`src/source/lease_pkg.sv`:
```
/* widths, table field map and controller states shared by the lease
   replacement policy blocks */

package lease_pkg;

	// widths
	// ------------------------------------------------------------
	localparam int LEASE_VALUE_BW = 24; // lease value and per-line counter
	localparam int WORD_ADDR_BW   = 30; // word reference address
	localparam int PERCENT_BW     = 9;  // lease0 probability, 256 = always lease0
	localparam int TABLE_SEL_BW   = 2;  // upper llt address bits, pick the field

	// table fields, selected by the upper llt address bits
	typedef enum logic [TABLE_SEL_BW-1:0] {
		fld_ref_addr = 2'd0, // reference address, also marks the entry valid
		fld_lease0   = 2'd1, // preferred lease
		fld_lease1   = 2'd2, // alternate lease
		fld_prob     = 2'd3  // probability of lease0
	} table_field_e;

	// policy controller states
	// ------------------------------------------------------------
	typedef enum logic {
		st_normal,  // service hit and miss strobes
		st_gen_addr // produce a replacement line address
	} policy_state_e;

endpackage
```
`src/source/lease_policy_controller.sv`:
```
/* lease replacement policy top, per-line lease counters, default lease,
   cold-start fill, expiry and random replacement, policy FSM */
`timescale 1ns/10ps

module lease_policy_controller
	import lease_pkg::*;
#(
	parameter int  CACHE_BLOCK_CAPACITY = 8, // lines, power of two
	parameter int  LLT_ENTRIES          = 4, // table entries, power of two
	localparam int CAP_BW               = $clog2(CACHE_BLOCK_CAPACITY),
	localparam int LLT_ADDR_BW          = $clog2(LLT_ENTRIES) + TABLE_SEL_BW
)(
	input  logic                    clock_i,
	input  logic                    resetn_i,

	// table and default lease configuration
	input  logic                    con_wren_i,        // config write, addr 0 = default lease
	input  logic                    llt_wren_i,        // table write
	input  logic [LLT_ADDR_BW-1:0]  llt_addr_i,
	input  logic [31:0]             llt_data_i,
	input  logic [WORD_ADDR_BW-1:0] llt_search_addr_i, // current reference address

	// cache side
	input  logic [CAP_BW-1:0]       cache_addr_i,      // line that was hit
	input  logic                    hit_i,             // one-cycle strobe
	input  logic                    miss_i,            // one-cycle strobe
	output logic                    done_o,            // level, held until next miss
	output logic [CAP_BW-1:0]       addr_o,            // replacement line
	output logic                    swap_o,            // missed block gets a line
	output logic                    expired_o,         // replaced line had expired
	output logic                    expired_multi_o,   // more than one line expired
	output logic                    default_o          // default lease was used
);

	// lookup table and lease selector
	// ------------------------------------------------------------
	logic                      tbl_hit;
	logic [LEASE_VALUE_BW-1:0] tbl_lease0, tbl_lease1, sel_lease;
	logic [PERCENT_BW-1:0]     tbl_prob;
	logic                      prob_step; // one pulse per serviced strobe

	lease_lookup_table #(
		.LLT_ENTRIES   (LLT_ENTRIES)
	) llt (
		.clock_i       (clock_i),
		.resetn_i      (resetn_i),
		.addr_i        (llt_addr_i),
		.wren_i        (llt_wren_i),
		.data_i        (llt_data_i),
		.search_addr_i (llt_search_addr_i),
		.hit_o         (tbl_hit),
		.lease0_o      (tbl_lease0),
		.lease1_o      (tbl_lease1),
		.lease0_prob_o (tbl_prob)
	);

	lease_probability_controller sel (
		.clock_i       (clock_i),
		.resetn_i      (resetn_i),
		.enable_i      (prob_step),
		.lease0_i      (tbl_lease0),
		.lease1_i      (tbl_lease1),
		.lease0_prob_i (tbl_prob),
		.lease_o       (sel_lease)
	);

	// default lease register
	logic [LEASE_VALUE_BW-1:0] default_lease_q;

	always_ff @(posedge clock_i) begin
		if (!resetn_i) begin
			default_lease_q <= '0;
		end else if (con_wren_i && (llt_addr_i == '0)) begin
			default_lease_q <= llt_data_i[LEASE_VALUE_BW-1:0];
		end
	end

	// lease for the current reference, table first then default
	logic [LEASE_VALUE_BW-1:0] ref_lease;
	logic                      alloc;

	assign ref_lease = tbl_hit ? sel_lease : default_lease_q;
	assign alloc     = (ref_lease != '0); // zero lease means bypass the cache

	// counters, expiry flags and replacement sources
	// ------------------------------------------------------------
	logic [LEASE_VALUE_BW-1:0]       lease_cnt_q [CACHE_BLOCK_CAPACITY];
	logic [CACHE_BLOCK_CAPACITY-1:0] expired_flags;
	logic [CAP_BW-1:0]               exp_low, exp_high;
	logic [8:0]                      backup_val;
	logic                            backup_step;

	always_comb begin
		for (int i = 0; i < CACHE_BLOCK_CAPACITY; i++) begin
			expired_flags[i] = (lease_cnt_q[i] == '0);
		end
	end

	priority_encoder #(
		.DIRECTION  (0),
		.INPUT_SIZE (CACHE_BLOCK_CAPACITY)
	) enc_low (
		.encoding_i (expired_flags),
		.binary_o   (exp_low)
	);

	priority_encoder #(
		.DIRECTION  (1),
		.INPUT_SIZE (CACHE_BLOCK_CAPACITY)
	) enc_high ( // only tells if several lines expired
		.encoding_i (expired_flags),
		.binary_o   (exp_high)
	);

	lfsr_9b #(
		.SEED     (9'h155)
	) backup_lfsr (
		.clock_i  (clock_i),
		.resetn_i (resetn_i),
		.enable_i (backup_step),
		.result_o (backup_val)
	);

	// policy FSM
	// ------------------------------------------------------------
	policy_state_e             state_q;
	logic [CAP_BW-1:0]         cold_cnt_q;     // next line during cold start
	logic                      full_q;         // every line filled once
	logic                      fill_pending_q; // next hit is the fill of a miss
	logic                      miss_default_q; // allocating miss used the default
	logic [LEASE_VALUE_BW-1:0] lease_saved_q;

	// lease for the upcoming fill hit
	always_ff @(posedge clock_i) begin
		if ((state_q == st_normal) && miss_i && alloc) begin
			lease_saved_q <= ref_lease;
		end
	end

	always_ff @(posedge clock_i) begin
		if (!resetn_i) begin
			state_q         <= st_normal;
			done_o          <= 1'b0;
			addr_o          <= '0;
			swap_o          <= 1'b0;
			expired_o       <= 1'b0;
			expired_multi_o <= 1'b0;
			default_o       <= 1'b0;
			prob_step       <= 1'b0;
			backup_step     <= 1'b0;
			cold_cnt_q      <= '0;
			full_q          <= 1'b0;
			fill_pending_q  <= 1'b0;
			miss_default_q  <= 1'b0;
			for (int j = 0; j < CACHE_BLOCK_CAPACITY; j++) begin
				lease_cnt_q[j] <= '0;
			end
		end else begin
			// pulses
			prob_step       <= 1'b0;
			backup_step     <= 1'b0;
			expired_o       <= 1'b0;
			expired_multi_o <= 1'b0;
			default_o       <= 1'b0;

			case (state_q)
				st_normal: begin
					// aging on every miss and every hit except the fill hit
					if ((hit_i && !fill_pending_q) || miss_i) begin
						for (int j = 0; j < CACHE_BLOCK_CAPACITY; j++) begin
							if (lease_cnt_q[j] != '0) begin
								lease_cnt_q[j] <= lease_cnt_q[j] - 1'b1;
							end
						end
					end

					if (hit_i) begin
						prob_step <= 1'b1;
						if (fill_pending_q) begin
							fill_pending_q            <= 1'b0;
							lease_cnt_q[cache_addr_i] <= lease_saved_q; // line just filled
						end else begin
							lease_cnt_q[cache_addr_i] <= ref_lease; // renew, overrides aging
							default_o                 <= !tbl_hit;
						end
					end else if (miss_i) begin
						prob_step <= 1'b1;
						if (alloc) begin
							state_q        <= st_gen_addr;
							done_o         <= 1'b0;
							swap_o         <= 1'b1;
							fill_pending_q <= 1'b1;
							miss_default_q <= !tbl_hit; // reported with done_o
						end else begin
							done_o    <= 1'b1; // bypass, nothing to replace
							swap_o    <= 1'b0;
							default_o <= !tbl_hit;
						end
					end
				end

				st_gen_addr: begin
					state_q   <= st_normal;
					done_o    <= 1'b1;
					default_o <= miss_default_q;

					if (!full_q) begin
						// cold start, lines in order
						addr_o     <= cold_cnt_q;
						cold_cnt_q <= cold_cnt_q + 1'b1;
						if (&cold_cnt_q) begin
							full_q <= 1'b1;
						end
					end else if (|expired_flags) begin
						addr_o          <= exp_low; // lowest expired line
						expired_o       <= 1'b1;
						expired_multi_o <= (exp_low != exp_high);
					end else begin
						addr_o      <= backup_val[CAP_BW:1]; // nothing expired, random line
						backup_step <= 1'b1;
					end
				end

				default: state_q <= st_normal;
			endcase
		end
	end

	// strobe contract of the cache side
	// ------------------------------------------------------------
	strobe_exclusive: assert property (@(posedge clock_i) disable iff (!resetn_i)
		!(hit_i && miss_i));

	no_strobe_in_gen: assert property (@(posedge clock_i) disable iff (!resetn_i)
		(state_q == st_gen_addr) |-> !(hit_i || miss_i));

endmodule

```
`src/source/lease_probability_controller.sv`:
```
/* lease selector, picks lease0 or lease1 by comparing the lease0
   probability against a registered LFSR value */
`timescale 1ns/10ps

module lease_probability_controller
	import lease_pkg::*;
(
	input  logic                      clock_i,
	input  logic                      resetn_i,
	input  logic                      enable_i,      // step the random source
	input  logic [LEASE_VALUE_BW-1:0] lease0_i,      // preferred lease
	input  logic [LEASE_VALUE_BW-1:0] lease1_i,      // alternate lease
	input  logic [PERCENT_BW-1:0]     lease0_prob_i, // 0..256
	output logic [LEASE_VALUE_BW-1:0] lease_o
);

	logic [PERCENT_BW-1:0] rand_val;
	logic [PERCENT_BW-1:0] rand_cmp;

	lfsr_9b #(
		.SEED     (9'h0b5)
	) prob_lfsr (
		.clock_i  (clock_i),
		.resetn_i (resetn_i),
		.enable_i (enable_i),
		.result_o (rand_val)
	);

	// only the low 8 bits take part, range 0..255
	// so 256 always picks lease0 and 0 never does
	assign rand_cmp = {1'b0, rand_val[PERCENT_BW-2:0]};

	assign lease_o = (rand_cmp < lease0_prob_i) ? lease0_i : lease1_i;

endmodule

```
`src/source/lease_lookup_table.sv`:
```
/* lease lookup table, per entry a reference address, two leases and a
   lease0 probability, written by field and searched in parallel */
`timescale 1ns/10ps

module lease_lookup_table
	import lease_pkg::*;
#(
	parameter int  LLT_ENTRIES = 4, // power of two
	localparam int ENTRY_BW    = $clog2(LLT_ENTRIES),
	localparam int ADDR_BW     = ENTRY_BW + TABLE_SEL_BW
)(
	input  logic                      clock_i,
	input  logic                      resetn_i,

	// write port, {field, entry}
	input  logic [ADDR_BW-1:0]        addr_i,
	input  logic                      wren_i,
	input  logic [31:0]               data_i,   // truncated to the field width

	// search port
	input  logic [WORD_ADDR_BW-1:0]   search_addr_i,
	output logic                      hit_o,
	output logic [LEASE_VALUE_BW-1:0] lease0_o,
	output logic [LEASE_VALUE_BW-1:0] lease1_o,
	output logic [PERCENT_BW-1:0]     lease0_prob_o
);

	logic [LLT_ENTRIES-1:0]    valid_q;
	logic [WORD_ADDR_BW-1:0]   ref_addr_q [LLT_ENTRIES];
	logic [LEASE_VALUE_BW-1:0] lease0_q   [LLT_ENTRIES];
	logic [LEASE_VALUE_BW-1:0] lease1_q   [LLT_ENTRIES];
	logic [PERCENT_BW-1:0]     prob_q     [LLT_ENTRIES];

	table_field_e              wr_field;
	logic [ENTRY_BW-1:0]       wr_entry;

	assign wr_field = table_field_e'(addr_i[ADDR_BW-1 -: TABLE_SEL_BW]);
	assign wr_entry = addr_i[ENTRY_BW-1:0];

	// write side
	// ------------------------------------------------------------
	always_ff @(posedge clock_i) begin
		if (!resetn_i) begin
			valid_q <= '0; // table starts empty
		end else if (wren_i && (wr_field == fld_ref_addr)) begin
			valid_q[wr_entry] <= 1'b1;
		end
	end

	always_ff @(posedge clock_i) begin
		if (wren_i) begin
			case (wr_field)
				fld_ref_addr: ref_addr_q[wr_entry] <= data_i[WORD_ADDR_BW-1:0];
				fld_lease0:   lease0_q[wr_entry]   <= data_i[LEASE_VALUE_BW-1:0];
				fld_lease1:   lease1_q[wr_entry]   <= data_i[LEASE_VALUE_BW-1:0];
				fld_prob:     prob_q[wr_entry]     <= data_i[PERCENT_BW-1:0];
				default:      ;
			endcase
		end
	end

	// search side, lowest matching entry wins
	// ------------------------------------------------------------
	always_comb begin
		hit_o         = 1'b0;
		lease0_o      = '0;
		lease1_o      = '0;
		lease0_prob_o = '0;
		for (int i = LLT_ENTRIES - 1; i >= 0; i--) begin
			if (valid_q[i] && (ref_addr_q[i] == search_addr_i)) begin
				hit_o         = 1'b1;
				lease0_o      = lease0_q[i];
				lease1_o      = lease1_q[i];
				lease0_prob_o = prob_q[i];
			end
		end
	end

	// a write must land on a known field and entry
	wr_addr_known: assert property (@(posedge clock_i) disable iff (!resetn_i)
		wren_i |-> !$isunknown(addr_i));

endmodule

```
`src/source/priority_encoder.sv`:
```
/* one-hot to binary priority encoder, lowest (DIRECTION 0) or
   highest (DIRECTION 1) set bit wins */
`timescale 1ns/10ps

module priority_encoder #(
	parameter int  DIRECTION  = 0, // 0: lowest set bit, 1: highest set bit
	parameter int  INPUT_SIZE = 8,
	localparam int OUTPUT_BW  = (INPUT_SIZE > 1) ? $clog2(INPUT_SIZE) : 1
)(
	input  logic [INPUT_SIZE-1:0] encoding_i,
	output logic [OUTPUT_BW-1:0]  binary_o // zero when nothing is set
);

	always_comb begin
		binary_o = '0;
		if (DIRECTION == 0) begin
			// scan downward, last match is the lowest index
			for (int i = INPUT_SIZE - 1; i >= 0; i--) begin
				if (encoding_i[i]) begin
					binary_o = OUTPUT_BW'(i);
				end
			end
		end else begin
			// scan upward, last match is the highest index
			for (int i = 0; i < INPUT_SIZE; i++) begin
				if (encoding_i[i]) begin
					binary_o = OUTPUT_BW'(i);
				end
			end
		end
	end

endmodule

```
`src/source/lfsr_9b.sv`:
```
/* 9-bit maximal length fibonacci LFSR (x^9 + x^5 + 1),
   seeded on reset, shifts one step per enabled edge */
`timescale 1ns/10ps

module lfsr_9b #(
	parameter logic [8:0] SEED = 9'h1ff // must not be zero
)(
	input  logic       clock_i,
	input  logic       resetn_i,
	input  logic       enable_i, // advance one step
	output logic [8:0] result_o  // current pseudo-random value
);

	logic [8:0] state_q;
	logic       feedback;

	// taps at stages 9 and 5
	assign feedback = state_q[8] ^ state_q[4];

	always_ff @(posedge clock_i) begin
		if (!resetn_i) begin
			state_q <= SEED;
		end else if (enable_i) begin
			state_q <= {state_q[7:0], feedback}; // shift toward msb
		end
	end

	assign result_o = state_q;

endmodule

```
`config.mk`:
```
export PLATFORM = sky130hd
export DESIGN_NAME = lease_policy_controller
export DESIGN_NICKNAME = d
export VERILOG_FILES = /design/src/source/lease_pkg.sv /design/src/source/lease_policy_controller.sv /design/src/source/lease_probability_controller.sv /design/src/source/lease_lookup_table.sv /design/src/source/priority_encoder.sv /design/src/source/lfsr_9b.sv
export SDC_FILE = /design/constraint.sdc
export NUM_CORES = 1
export LEC_CHECK = 0
export BUFFER_PORTS_ARGS = -buffer_cell sky130_fd_sc_hd__buf_2
export CELL_PAD_IN_SITES_DETAIL_PLACEMENT = 1
export CELL_PAD_IN_SITES_GLOBAL_PLACEMENT = 2
export CORE_MARGIN = 1
export CORE_UTILIZATION = 47
export DETAILED_ROUTE_END_ITERATION = 10
export GPL_ROUTABILITY_DRIVEN = 0
export PLACE_DENSITY = 0.89
export SYNTH_ARGS = -nofsm -noshare
export SYNTH_HDL_FRONTEND = slang
export SYNTH_SLANG_ARGS = --single-unit
```
`constraint.sdc`:
```
create_clock -name clock_i -period 15.3 [get_ports clock_i]
set_input_delay 1.53 -clock clock_i [delete_from_list [all_inputs] [get_ports clock_i]]
set_output_delay 1.53 -clock clock_i [all_outputs]
set_load 0.01 [all_outputs]
```
==> flow_summary.yaml <==
outcome:
  status: "complete, no violations"
floorplanning:
  core_um2: 60500
  ios: 83
  start_util_pct: 47.7
  num_rows: 90
  fp.dieH_um: 250
  dieArea_um2: 62400
  die_w_um: 250
run:
  cap_violations: 0
synth:
  ys_seq_area_share_pct: 63.1
  yosysMostFrequentCell: "edfxtp_1"
  synth_area_leader_cell: "edfxtp_1"
  async_flop_share_pct: 0
  synth_edf_count: 564
  synthCells: 2375
  yosys-top-cells-area: "edfxtp_1 (59%), xnor2_1 (6.5%), dfxtp_1 (4.4%), o22ai_1 (3.9%), nand2_1 (2.7%)"
  synth.net_count: 2471
  synth-warning-count: 0
  yosys-top-cells-count: "edfxtp_1 (564), xnor2_1 (214), nand2_1 (211)"
  ys_ff_latch: 627
  synth-main-ff-cell: "edfxtp_1"
  postSynthAreaPerCell_um2: 12.1
  synth_area_um2: 28800
  synth_top_area_share_pct: 58.7
  ys_types: 76
timing:
  max_freq_mhz: 116
  setup_viol: 0
  fin_tns_setup_ns: 0
  slew_headroom_pct: 15.2
  final_hold_viol_count: 0
  tightest_slew_ns: 1.27
  fin_skew_ns: 0.0410
  min_period_ns: 8.62
  finalCritPeriodShare_pct: 56.3
  maxSlewViolCount: 0
  rsz0062_at_grt: "no"
worst_setup_path:
  crit_buf_inv: 2
  worstPathCellList: "buf_2, xnor2_1, nand4_1, nor4_1, and2_1, buf_4, nand3_1, a21oi_1, a21oi_1, nor2_1, a21oi_1, ha_1, nand3_1, or2_2, a211oi_2, a211oi_4, nor2_2, mux2i_1, mux2i_1, and4_1, nand4_1, o311a_1, o221a_1"
  startpoint: "llt_search_addr_i[21]"
  worst_path_max_delay_cell: "nor4_1"
  critPathTopFamily: "simple AND/OR/NAND/NOR gates"
  arrival_ns: 9.12
  crit_type: "primary input to flip-flop"
  r2r-end: "fill_pending_q$_SDFFE_PN0P_"
  cpPeakStageDelay_ns: 0.85
  worstSetupEndpoint: "fill_pending_q$_SDFFE_PN0P_"
  critical_path.max_fanout: 45
  r2r_slack_ns: 7.36
  cp_data_required_time_ns: 15.80
  path_common_cell: "a21oi_1"
  path_depth: 23
  startpoint_type: "primary input"
  crit_path_end_kind: "flip-flop"
  rr_worst_depth: 22
  r2r_start: "llt.ref_addr_q[3][25]$_DFFE_PP_"
hold_path:
  hp-class: "flip-flop to flip-flop"
  hold_depth: 2
route:
  met1_length_mm: 35.5
  viasPerCell: 6.30
  route.top_layer_used: "met5"
  wl_met3_mm: 5.68
  antenna_left: 0
  drcViolationCount: 0
  drtIter0Drc: 1668
  dr_total_vias: 20700
  wl_met2_mm: 42.9
  routed_wl_mm: 87.3
  avgRoutedWirePerCell_um: 26.6
  firstDrtPassIters: 5
cells_and_area:
  diodes: 0
  finalNetCount: 2540
  fill_cells: 6115
  ff_latch_area_um2: 18200
  final_area_um2: 32400
  multi_input_area_um2: 10100
  area_growth_pct: 12.3
  layout-drive-gt1-share_pct: 11.3
clocking:
  cts_tree: "done"
  cts_buffer_depth: 3
  clk_latency_ns: 0.64
  postCtsSetupBuffers: 0
  cts.sinks: 627
  ctsHtreeMaxLevel: 3
  clock-root-buffer: "clkbuf_16"
  numCtsBuffers: 69
  clkSlewWorstSetupHoldPaths_ns: 0.06
  cts_hold_buf: 0
  post_cts_resized: 0
power_and_ir_drop:
  p_leak_uw: 0.0107
  ir_worst_vdd_mv: 0.120
  power_density_nw_per_um2: 137
placement:
  dpl_cell_area_um2: 30200
  port_buffers: 80
  hpwl_mm: 54.0
grt:
  grt_overflow: 0
  antenna_found_initial: 1
  grt.total_usage_pct: 27.8
  grt_pass1_wl_mm: 131
  grt_max_degree: 57
  grt_pass1_vias: 21700
-- metal layers --
| layer | track usage (%) | vias up |
|---|---|---|
| met4 | 11.0 | 2 |
| met3 | 3.92 | 200 |
| li1 | - | 9126 |
| met5 | 0 | - |
| met1 | 35.3 | 10500 |
| met2 | 47.7 | 808 |
-- flip-flops by register name, indices dropped and copies added, names as in the netlist, 3 cells and up --
signal / count
llt.ref_addr_q: 120
lease_cnt_q: 192
cold_cnt_q: 3
llt.lease0_q: 96
backup_lfsr.result_o: 9
sel.prob_lfsr.result_o: 9
llt.valid_q: 4
default_lease_q: 24
llt.prob_q: 36
addr_o: 3
llt.lease1_q: 96
lease_saved_q: 24
-- cell usage in the layout, fill, tap and decap left out, types with 23 or more instances in the layout --
cell type  Yosys  final
or4_1         23     23
xor2_1        81     81
buf_4          1     38
nand3_1       81     81
nand2_1      211    210
o22ai_1      180    180
dfxtp_1       63     63
clkbuf_16      0     69
nor4_1        52     51
o21ai_0       58     58
or3_1         26     26
nor3_1        87     83
a21oi_1       98     84
nor2_1       177    167
edfxtp_1     564    564
inv_1         42     42
mux2i_1       36     28
xnor2_1      214    214
nand4_1       53     53
buf_2          5     80
-- where the power goes --
group	switching (uW)	leakage (uW)	total, uW	internal [uW]
registers	121	0.00608	2160	2040
logic	384	0.00353	622	239
clock network	724	0.00109	1660	934
-- cells by family after synthesis --
logic type	Yosys count	share of synthesized area, %
simple gates	791	13.6
flops	627	63.1
compound gates	441	9.90
xor+xnor	295	8.96
buf+inv	163	2.24
mux	37	1.29
fa+ha+maj	21	0.911
-- per-stage QoR --
stage | total power, uW | setup slack [ns] | hold WS, ns | util (%) | cells
floorplan | 2580 | 7.92 | 0.433 | - | 2375
global placement | 2760 | 6.46 | 0.441 | 49.9 | 3155
detailed placement | 2800 | 6.19 | 0.448 | 49.9 | 3155
CTS | 4450 | 6.76 | 0.456 | 53.6 | 3282
global route | 4580 | 6.37 | 0.484 | 53.6 | 3282
finish | 4440 | 6.68 | 0.454 | 53.6 | 3282
-- worst reg2reg max path: cells and delay by family, from the launching register on --
kind / cells / cell delay, ns
buf+inv: 1 / 0.53
mux: 2 / 0.81
fa+ha+maj: 1 / 0.34
compound gates: 7 / 2.01
xor+xnor: 1 / 0.40
simple gates: 10 / 3.34
flops: 1 / 0.38
-- area by class of cell --
cell class / count / area share [%]
timing repair buffer: 118 / 2.12
tap: 782 / 3.02
multi-input combinational: 1585 / 31.3
inverter: 43 / 0.498
clock buffer: 93 / 5.73
sequential: 627 / 56.2
clock inverter: 34 / 1.13
-- worst min path at each step --
| stage | startpoint | endpoint | slack, ns |
|---|---|---|---|
| 6_report | default_lease_q[10]$_SDFFE_PN0P_ | default_lease_q[10]$_SDFFE_PN0P_ | 0.45 |
| 5_1_grt | default_lease_q[23]$_SDFFE_PN0P_ | default_lease_q[23]$_SDFFE_PN0P_ | 0.48 |
| 4_1_cts | default_lease_q[10]$_SDFFE_PN0P_ | default_lease_q[10]$_SDFFE_PN0P_ | 0.46 |
| 3_5_place_dp | default_lease_q[10]$_SDFFE_PN0P_ | default_lease_q[10]$_SDFFE_PN0P_ | 0.45 |
| 3_3_place_gp | default_lease_q[10]$_SDFFE_PN0P_ | default_lease_q[10]$_SDFFE_PN0P_ | 0.44 |
| 2_1_floorplan | default_lease_q[0]$_SDFFE_PN0P_ | default_lease_q[0]$_SDFFE_PN0P_ | 0.43 |
(Power assumes the default switching activity.)
